File: src/source/am_ctrl_pkg.sv
// Package: marker inserter state type, marker period and timer width
package am_ctrl_pkg;

   // Inserter states
   typedef enum logic [1:0]
   {
      ST_START = 2'd0,   // Marker slot straight after reset
      ST_DATA  = 2'd1,
      ST_MARK  = 2'd2    // Periodic marker slot
   } am_state_t;

   // Data blocks between two markers, shortened for simulation
   localparam int AM_PERIOD = 16;

   // Wide enough to hold AM_PERIOD
   localparam int CNT_W = 5;

endpackage

File: src/source/pcs_lane_pkg.sv
// Package: block width, sync headers, lane 0 marker and error block encodings, BIP positions
package pcs_lane_pkg;

   // ============================================================
   // Block format
   // ============================================================
   localparam int BLOCK_W = 66;
   localparam int NB_BIP  = 8;

   localparam logic [1:0] SH_DATA = 2'b10;   // Bit 0 clear, bit 1 set
   localparam logic [1:0] SH_CTRL = 2'b01;   // Bit 0 set, bit 1 clear

   // ============================================================
   // Lane 0 alignment marker, M0 sits in the low byte
   // ============================================================
   localparam logic [23:0] AM_M_LOW  = {8'h47, 8'h76, 8'h90};
   localparam logic [23:0] AM_M_HIGH = ~AM_M_LOW;

   localparam int BIP3_POS = 26;
   localparam int BIP7_POS = 58;

   // Marker with both BIP bytes still zero
   localparam logic [BLOCK_W-1:0] AM_TEMPLATE =
      {8'h00, AM_M_HIGH, 8'h00, AM_M_LOW, SH_CTRL};

   // Error control block
   localparam logic [7:0] EBLOCK_TYPE = 8'h1E;
   localparam logic [6:0] ERROR_CODE  = 7'h1E;
   localparam logic [BLOCK_W-1:0] E_BLOCK = {{8{ERROR_CODE}}, EBLOCK_TYPE, SH_CTRL};

endpackage

File: src/source/am_block_builder.sv
// Module am_block_builder: stage 1 register choosing data, error block or marker template
`timescale 1ns/1ns

module am_block_builder
   import pcs_lane_pkg::*;
(
   input  logic               i_clock,
   input  logic               i_reset,
   input  logic               i_valid,
   input  logic               i_ready,
   input  logic [BLOCK_W-1:0] i_block,
   input  logic               i_send_marker,
   output logic               o_valid,
   output logic [BLOCK_W-1:0] o_block,
   output logic               o_is_marker
);

   logic accept;
   logic bad_header;

   assign accept     = i_valid && i_ready;
   assign bad_header = (i_block[1:0] != SH_DATA) && (i_block[1:0] != SH_CTRL);   // 00 or 11

   // Control bits
   always_ff @(posedge i_clock)
   begin
      if (i_reset)
      begin
         o_valid     <= 1'b0;
         o_is_marker <= 1'b0;
      end
      else
      begin
         o_valid     <= i_send_marker || accept;
         o_is_marker <= i_send_marker;
      end
   end

   // Payload
   always_ff @(posedge i_clock)
   begin
      if (i_send_marker)
      begin
         o_block <= AM_TEMPLATE;
      end
      else if (accept)
      begin
         o_block <= bad_header ? E_BLOCK : i_block;
      end
   end

endmodule

File: src/source/am_insert_fsm.sv
// Module am_insert_fsm with marker slot scheduling and upstream ready
`timescale 1ns/1ns

module am_insert_fsm
   import am_ctrl_pkg::*;
(
   input  logic i_clock,
   input  logic i_reset,
   input  logic i_valid,
   input  logic i_due,
   output logic o_ready,
   output logic o_count_en,
   output logic o_send_marker,
   output logic o_clear
);

   am_state_t state;
   am_state_t state_next;

   always_ff @(posedge i_clock)
   begin
      if (i_reset)
      begin
         state <= ST_START;
      end
      else
      begin
         state <= state_next;
      end
   end

   always_comb
   begin
      state_next = state;
      case (state)
         ST_START: state_next = ST_DATA;
         ST_DATA:
         begin
            if (i_due)
            begin
               state_next = ST_MARK;
            end
         end
         ST_MARK:  state_next = ST_DATA;
         default:  state_next = ST_START;
      endcase
   end

   // Ready also drops while due is pending so no extra block slips in
   assign o_ready       = (state == ST_DATA) && !i_due;
   assign o_count_en    = i_valid && o_ready;
   assign o_send_marker = (state == ST_START) || (state == ST_MARK);
   assign o_clear       = (state == ST_MARK);

   // Upstream stays held off in a marker slot and the timer restarts right after it
   a_mark_no_ready: assert property (@(posedge i_clock) disable iff (i_reset)
      (state == ST_MARK) |-> !o_ready ##1 !i_due);

endmodule

File: src/source/am_period_timer.sv
// Module am_period_timer: counts accepted data blocks and flags a due marker
`timescale 1ns/1ns

module am_period_timer
   import am_ctrl_pkg::*;
(
   input  logic i_clock,
   input  logic i_reset,
   input  logic i_count_en,
   input  logic i_clear,
   output logic o_due
);

   logic [CNT_W-1:0] count;

   always_ff @(posedge i_clock)
   begin
      if (i_reset)
      begin
         count <= '0;
      end
      else if (i_clear)
      begin
         count <= '0;
      end
      else if (i_count_en)
      begin
         count <= count + 1'b1;
      end
   end

   assign o_due = (count == CNT_W'(AM_PERIOD));   // Held until the FSM clears

   // The FSM has to stop upstream before the count runs past a full period
   a_count_range: assert property (@(posedge i_clock) disable iff (i_reset)
      count <= CNT_W'(AM_PERIOD));

endmodule

File: src/source/bip_calculator.sv
// Module bip_calculator: stage 2 parity accumulator and BIP3/BIP7 insertion
`timescale 1ns/1ns

module bip_calculator
   import pcs_lane_pkg::*;
(
   input  logic               i_clock,
   input  logic               i_reset,
   input  logic               i_valid,
   input  logic [BLOCK_W-1:0] i_block,
   input  logic               i_is_marker,
   output logic               o_valid,
   output logic [BLOCK_W-1:0] o_block
);

   logic [NB_BIP-1:0]  acc;      // Parity since the previous marker, marker included
   logic [BLOCK_W-1:0] marked;   // Marker with both BIP bytes filled in

   // Interleaved parity of one block
   function automatic logic [NB_BIP-1:0] block_parity(input logic [BLOCK_W-1:0] blk);
      logic [NB_BIP-1:0] par;
      par = '0;
      for (int j = 0; j < (BLOCK_W - 2) / NB_BIP; j++)
      begin
         par = par ^ blk[2 + NB_BIP * j +: NB_BIP];
      end
      // Sync header bits fold into lanes 3 and 4
      par[3] = par[3] ^ blk[0];
      par[4] = par[4] ^ blk[1];
      return par;
   endfunction

   always_comb
   begin
      marked = i_block;
      marked[BIP3_POS +: NB_BIP] = acc;
      marked[BIP7_POS +: NB_BIP] = ~acc;
   end

   // ============================================================
   // Accumulator
   // ============================================================
   always_ff @(posedge i_clock)
   begin
      if (i_reset)
      begin
         acc <= '0;
      end
      else if (i_valid)
      begin
         if (i_is_marker)
         begin
            acc <= block_parity(marked);   // Restart from the completed marker
         end
         else
         begin
            acc <= acc ^ block_parity(i_block);
         end
      end
   end

   // ============================================================
   // Output register
   // ============================================================
   always_ff @(posedge i_clock)
   begin
      if (i_reset)
      begin
         o_valid <= 1'b0;
      end
      else
      begin
         o_valid <= i_valid;
      end
   end

   always_ff @(posedge i_clock)
   begin
      o_block <= i_is_marker ? marked : i_block;
   end

   // The builder only ever hands over markers as control blocks
   a_marker_ctrl: assert property (@(posedge i_clock) disable iff (i_reset)
      i_valid && i_is_marker |-> i_block[1:0] == SH_CTRL);

endmodule

File: src/source/pcs_am_inserter.sv
// Module pcs_am_inserter: top level of the lane alignment-marker inserter
`timescale 1ns/1ns

module pcs_am_inserter
   import pcs_lane_pkg::*;
(
   input  logic               i_clock,
   input  logic               i_reset,
   input  logic               i_valid,
   input  logic [BLOCK_W-1:0] i_block,
   output logic               o_ready,
   output logic               o_valid,
   output logic [BLOCK_W-1:0] o_block
);

   logic               count_en;
   logic               clear;
   logic               due;
   logic               send_marker;
   logic               s1_valid;
   logic [BLOCK_W-1:0] s1_block;
   logic               s1_is_marker;

   // ============================================================
   // Marker scheduling
   // ============================================================
   am_period_timer u_timer (
      .i_clock    (i_clock),
      .i_reset    (i_reset),
      .i_count_en (count_en),
      .i_clear    (clear),
      .o_due      (due)
   );

   am_insert_fsm u_fsm (
      .i_clock       (i_clock),
      .i_reset       (i_reset),
      .i_valid       (i_valid),
      .i_due         (due),
      .o_ready       (o_ready),
      .o_count_en    (count_en),
      .o_send_marker (send_marker),
      .o_clear       (clear)
   );

   // ============================================================
   // Two stage block pipeline
   // ============================================================
   am_block_builder u_builder (
      .i_clock       (i_clock),
      .i_reset       (i_reset),
      .i_valid       (i_valid),
      .i_ready       (o_ready),
      .i_block       (i_block),
      .i_send_marker (send_marker),
      .o_valid       (s1_valid),
      .o_block       (s1_block),
      .o_is_marker   (s1_is_marker)
   );

   bip_calculator u_bip (
      .i_clock     (i_clock),
      .i_reset     (i_reset),
      .i_valid     (s1_valid),
      .i_block     (s1_block),
      .i_is_marker (s1_is_marker),
      .o_valid     (o_valid),
      .o_block     (o_block)
   );

endmodule

File: config.mk
export PLATFORM = sky130hd
export DESIGN_NAME = pcs_am_inserter
export DESIGN_NICKNAME = d
export VERILOG_FILES = /design/src/source/am_ctrl_pkg.sv /design/src/source/pcs_lane_pkg.sv /design/src/source/am_block_builder.sv /design/src/source/am_insert_fsm.sv /design/src/source/am_period_timer.sv /design/src/source/bip_calculator.sv /design/src/source/pcs_am_inserter.sv
export SDC_FILE = /design/constraint.sdc
export NUM_CORES = 1
export LEC_CHECK = 0
export ABC_AREA = 1
export BUFFER_PORTS_ARGS = -buffer_cell sky130_fd_sc_hd__buf_4
export CAP_MARGIN = 30
export CELL_PAD_IN_SITES_DETAIL_PLACEMENT = 0
export CELL_PAD_IN_SITES_GLOBAL_PLACEMENT = 1
export CORE_UTILIZATION = 30
export CTS_CLUSTER_SIZE = 14
export DETAILED_ROUTE_END_ITERATION = 10
export PLACE_DENSITY_LB_ADDON = 0.1
export SLEW_MARGIN = 30
export SYNTH_ARGS = -nofsm -noshare
export SYNTH_HDL_FRONTEND = slang
export SYNTH_HIERARCHICAL = 1
export SYNTH_SLANG_ARGS = --single-unit
File: constraint.sdc
create_clock -name i_clock -period 1.8 [get_ports i_clock]
set_clock_uncertainty 0.1 [all_clocks]
set_input_delay 0.18 -clock i_clock [delete_from_list [all_inputs] [get_ports i_clock]]
set_output_delay 0.18 -clock i_clock [all_outputs]
set_load 0.01 [all_outputs]
# == After elaboration in Yosys (flattened, before gate mapping) ==
# Cells that the tools add are included.
# totals
wordCells,47
input_bits,69
regBits,150
output_inout_bits,68
# classes
eq_ne,6
n_reduce_logical,9
addsub,1
n_mux,5
bitwise_logic,18
# ops
op,n
$mux W66,2
$xor A8 B8 Y8,13
$mux W8,1
$not A8 Y8,1
$add A5 B1 Y5 const B,1
$eq A5 B5 Y1 const B,1
$ne A2 B1 Y1 const B,2
$pmux W2 S2,1
$reduce_or A2 Y1,2
$xor A1 B1 Y1,4
$logic_and A1 B1 Y1,3
$eq A2 B1 Y1 const B,1
$eq A2 B2 Y1 const B,1
$logic_not A2 Y1,1
$logic_or A1 B1 Y1,2
$mux W2,1
$ne A2 B2 Y1 const B,1
$logic_not A1 Y1,1

# == Longest topological paths before layout ==
# logic_depth
word_depth,10
depth_mapped,14
mapped_depth_nobuf,14

# == Cells and area by module ==
# The synthesis kept the hierarchy.
# by_module_without_submodules
mod,n_inst,cells_per_inst,seq_area_each_um2,area_each_um2
bip_calculator,1,403,1501.4,3118.0
am_block_builder,1,457,1361.3,2927.8
am_period_timer,1,35,100.1,236.5
am_insert_fsm,1,15,40.0,98.8

# == Worst setup path after synthesis ==
# Ideal clock, no wire load.
# synth_path
kind,register -> register
from,reg u_timer.count[0]
to,reg u_builder.o_block[34]
path_slack_ps,-26
setup_ps,123
path_buffers,2
path_stages_with_launch,12
arrival_ps,1603
t_required_ps,1577
synth_period_minus_slack_ps,1826
cell_sequence,dfxtp_1 > inv_1 > ha_1 > nand2_1 > nor3_1 > nor2_1 > nand2_1 > buf_2 > inv_2 > buf_2 > nand2_1 > nand3_1
# synth_between
elab_chain_cells,4
# synth_rtl
item,line_no,source
start: declaration,am_period_timer.sv:14,logic [CNT_W-1:0] count;
start signal: assignment,am_period_timer.sv:28,count <= count + 1'b1;
$eq A5 B5 Y1,am_period_timer.sv:32,assign o_due = (count == CNT_W'(AM_PERIOD));
via due,pcs_am_inserter.sv:18,logic due;
$logic_not A1 Y1,am_insert_fsm.sv:50,assign o_ready = (state == ST_DATA) && !i_due;
$logic_and A1 B1 Y1,am_insert_fsm.sv:50,
via o_ready,pcs_am_inserter.sv:11,"output logic o_ready,"
$logic_and A1 B1 Y1,am_block_builder.sv:21,assign accept = i_valid && i_ready;
end signal: assignment,am_block_builder.sv:48,o_block <= bad_header ? E_BLOCK : i_block;
end: declaration,am_block_builder.sv:14,"output logic [BLOCK_W-1:0] o_block,"
# The timed path passes the listed nets, and every way through them passes these cells.
# A chain may end at the register's enable or synchronous reset.

# == Worst setup path in the final report ==
# layout_path
from,reg u_timer.count[1]
to,out o_ready
# layout_between
elab_chain_cells,3
# layout_rtl
item,line_no
$eq A5 B5 Y1,am_period_timer.sv:32
via due,pcs_am_inserter.sv:18
$logic_not A1 Y1,am_insert_fsm.sv:50
$logic_and A1 B1 Y1,am_insert_fsm.sv:50
end: declaration,pcs_am_inserter.sv:11
# The timed path passes the listed nets, and every way through them passes these cells.

==> results.toml <==
[outcome]
status = "finished, violations left"
violations = "negative setup slack"

[timing]
finalSetupViolations = 1
fmax_mhz = 553
fin_ws_ns = -0.00734
finalWorstPathRequiredPeriod_ns = 1.81
slew_headroom = 0.747
tightest_slew_ns = 0.379
drv_slew = 0
final-hold-violation-count = 0
finalCritPeriodShare = 1.00
rsz0062_at_grt = "yes"

[synthesis]
synth-edff-count = 0
ys_top_cells_by_count = "nand2_1 (331), dfxtp_1 (150), inv_1 (134), nor2_1 (91), nand3_1 (52)"
synth_top_flop_cell = "dfxtp_1"
ys_top_cells_by_area = "dfxtp_1 (47%), nand2_1 (19%), inv_1 (7.9%)"
yosysMostFrequentCell = "nand2_1"
yosys.area.top_type_share = 0.471
syn_avg_cell_area_um2 = 7.01
synth-seq-area-share = 0.471
netlist_area_um2 = 6380
ys_ff_latch = 150
yosysUniqueCellTypes = 26
ys_warn_count = 6
synth_top_cell_by_area = "dfxtp_1"
ys_async_sr_fraction = 0
synth_nets = 983
syn_inst = 910

[route]
dr_total_vias = 5846
wire_per_inst_um = 12.6
routed_wl_um = 17700
vias_per_cell = 4.17
firstDrtPassIters = 4
drt_iter0_markers = 250
drc = 0
ant_nets = 0

[global_route]
grt_pass1_vias = 5423
grt_pass1_wl_um = 27400
grt_max_degree = 45
grtUsageTotal = 0.161
antenna_found_initial = 0
overflow = 0

[flow_run]
max_cap_violations = 0

[clocking]
cts_tree = "yes"
clock-sinks = 150
clk_path_buf_depth = 2
numCtsBuffers = 17
root_buffer = "clkbuf_16"
h-tree-depth = 4
path_clk_slew_ns = 0.06
insertion_delay_ns = 0.42

[final_layout]
layout-drive-gt1-share = 0.184
multiInputGateArea_um2 = 2720
register_area_um2 = 3010
fin_area_um2 = 9150
fin_cells = 1403
layout.nets = 1194
syn2layout_area_growth_pct = 43.4
fillers = 2124
antenna_cells = 0

[floorplanning]
start_util = 0.310
placementRows = 52
dieArea_um2 = 21900
core_area_um2 = 20600
die_width_um = 148
die-height_um = 148
ios = 137

[power]
p_leak_uw = 0.00468
peakVddDrop_mv = 0.628
p_per_area_nw_per_um2 = 980

[placed_design]
gp_congestion = 0.724
numPortBuffers = 136
dp_cells = 1306
placed_area_um2 = 7780
hpwlAfterDp_um = 11800

[setup_path]
cp_data_arrival_time_ns = 1.53
crit_type = "register to output port"
cp-start-kind = "register"
r2r_start = "u_timer/count[1]"
crit_end = "o_ready"
reg2reg_to = "u_builder/o_block[36]"
path_cells = "inv_2 -> ha_4 -> nand2_4 -> nor3_4 -> nor2_2 -> buf_6 -> buf_6"
setup.worst_path.start = "u_timer/count[1]"
end_kind = "output port"
cp_slowest_cell = "dfxtp_2"
cp_max_fo = 3
regToRegSetupSlack_ns = 0.03
required_ns = 1.52
rr_worst_depth = 11
slowest_delay_ns = 0.32
cp_common_cell = "buf_6"

[min_path]
hp-class = "input pin to register"
-- state kept, by name, indices dropped and copies added, names as in the netlist --
register and cells:
u_bip/o_block 66, u_bip/acc 8, u_builder/o_block 66, u_timer/count 5, u_fsm/state 2, u_builder/o_valid 1, u_bip/o_valid 1, u_builder/o_is_marker 1
-- stage by stage --
stage	power, uW	setup WS [ns]	hold WS, ns	TNS, ns	utilization
final	8960	-0.00734	0.0255	-0.00734	0.445
after global routing	9470	-0.0805	0.0347	-1.04	0.445
after CTS	9060	-0.00226	0.00803	-0.00226	0.439
after detailed placement	5250	0.137	0.270	0	0.379
after global placement	5250	0.154	0.269	0	0.379
after floorplan	4690	0.0515	0.149	0	-
-- cell type report --
| class | count | share of cell area |
|---|---|---|
| Clock buffer | 22 | 0.0518 |
| Multi-Input combinational cell | 591 | 0.298 |
| Sequential cell | 150 | 0.329 |
| Clock inverter | 9 | 0.0137 |
| Inverter | 138 | 0.0570 |
| Tap cell | 270 | 0.0369 |
| Timing Repair Buffer | 223 | 0.214 |
-- what timing repair did --
| action | in CTS | in global routing |
|---|---|---|
| endpoints found under the hold margin | 66 | 0 |
| setup endpoints to repair | 1 | 9 |
| pin swaps | 1 | 3 |
| hold buffers | 62 | 0 |
| resized for setup | 3 | 14 |
| cloned | 0 | 3 |
| setup buffers | 1 | 0 |
-- where the power goes --
group | internal [uW] | total, uW | switching (uW)
registers | 3560 | 3750 | 192
logic | 763 | 1570 | 805
clock network | 2270 | 3640 | 1370
total | 6600 | 8960 | 2360
-- worst min path at each step --
stage,cells past startpoint,end,from
2_1_floorplan,1,u_builder/o_valid,i_reset
3_3_place_gp,0,u_bip/o_block[22],u_builder/o_block[22]
3_5_place_dp,0,u_bip/o_block[21],u_builder/o_block[21]
4_1_cts,5,u_builder/o_block[63],i_block[63]
5_1_grt,5,u_builder/o_block[27],i_block[27]
6_report,5,u_builder/o_block[63],i_block[63]
-- kinds of logic after synthesis --
logic type | count (synthesis) | share of synthesized area
xor gates and xnor gates | 40 | 0.0573
adders and majority gates | 4 | 0.00784
and+or+nand+nor | 491 | 0.307
DFF | 150 | 0.471
AOI/OAI and AO/OA | 56 | 0.0467
buffers and inverters | 169 | 0.111
-- layout by cell type (no fill, tap or decap), types with 6 or more instances in the layout --
cell and n:
inv_1 131, nand2_1 328, xor2_1 13, dlygate4sd3_1 62, or2_1 6, buf_4 149
o21a_1 6, clkbuf_16 20, dfxtp_1 148, nor2_1 90, nand3_1 52, a21oi_1 43
xnor2_1 25
-- routing by layer --
layer / vias up / GRT usage / share of wire
li1: 3138 / - / -
met1: 2587 / 0.215 / 0.50
met2: 112 / 0.262 / 0.45
met3: 9 / 0.0333 / 0.039
met4: 0 / 0.0464 / 0.0081
met5: - / 0 / 0
-- worst max-delay path, delay by kind of cell, from the launching register on --
family        cells  cell delay, ns
fa+ha+maj         1            0.14
buf+inv           3            0.29
flops             1            0.32
simple gates      3            0.35
Note: power is estimated with default switching activity, not from simulation.
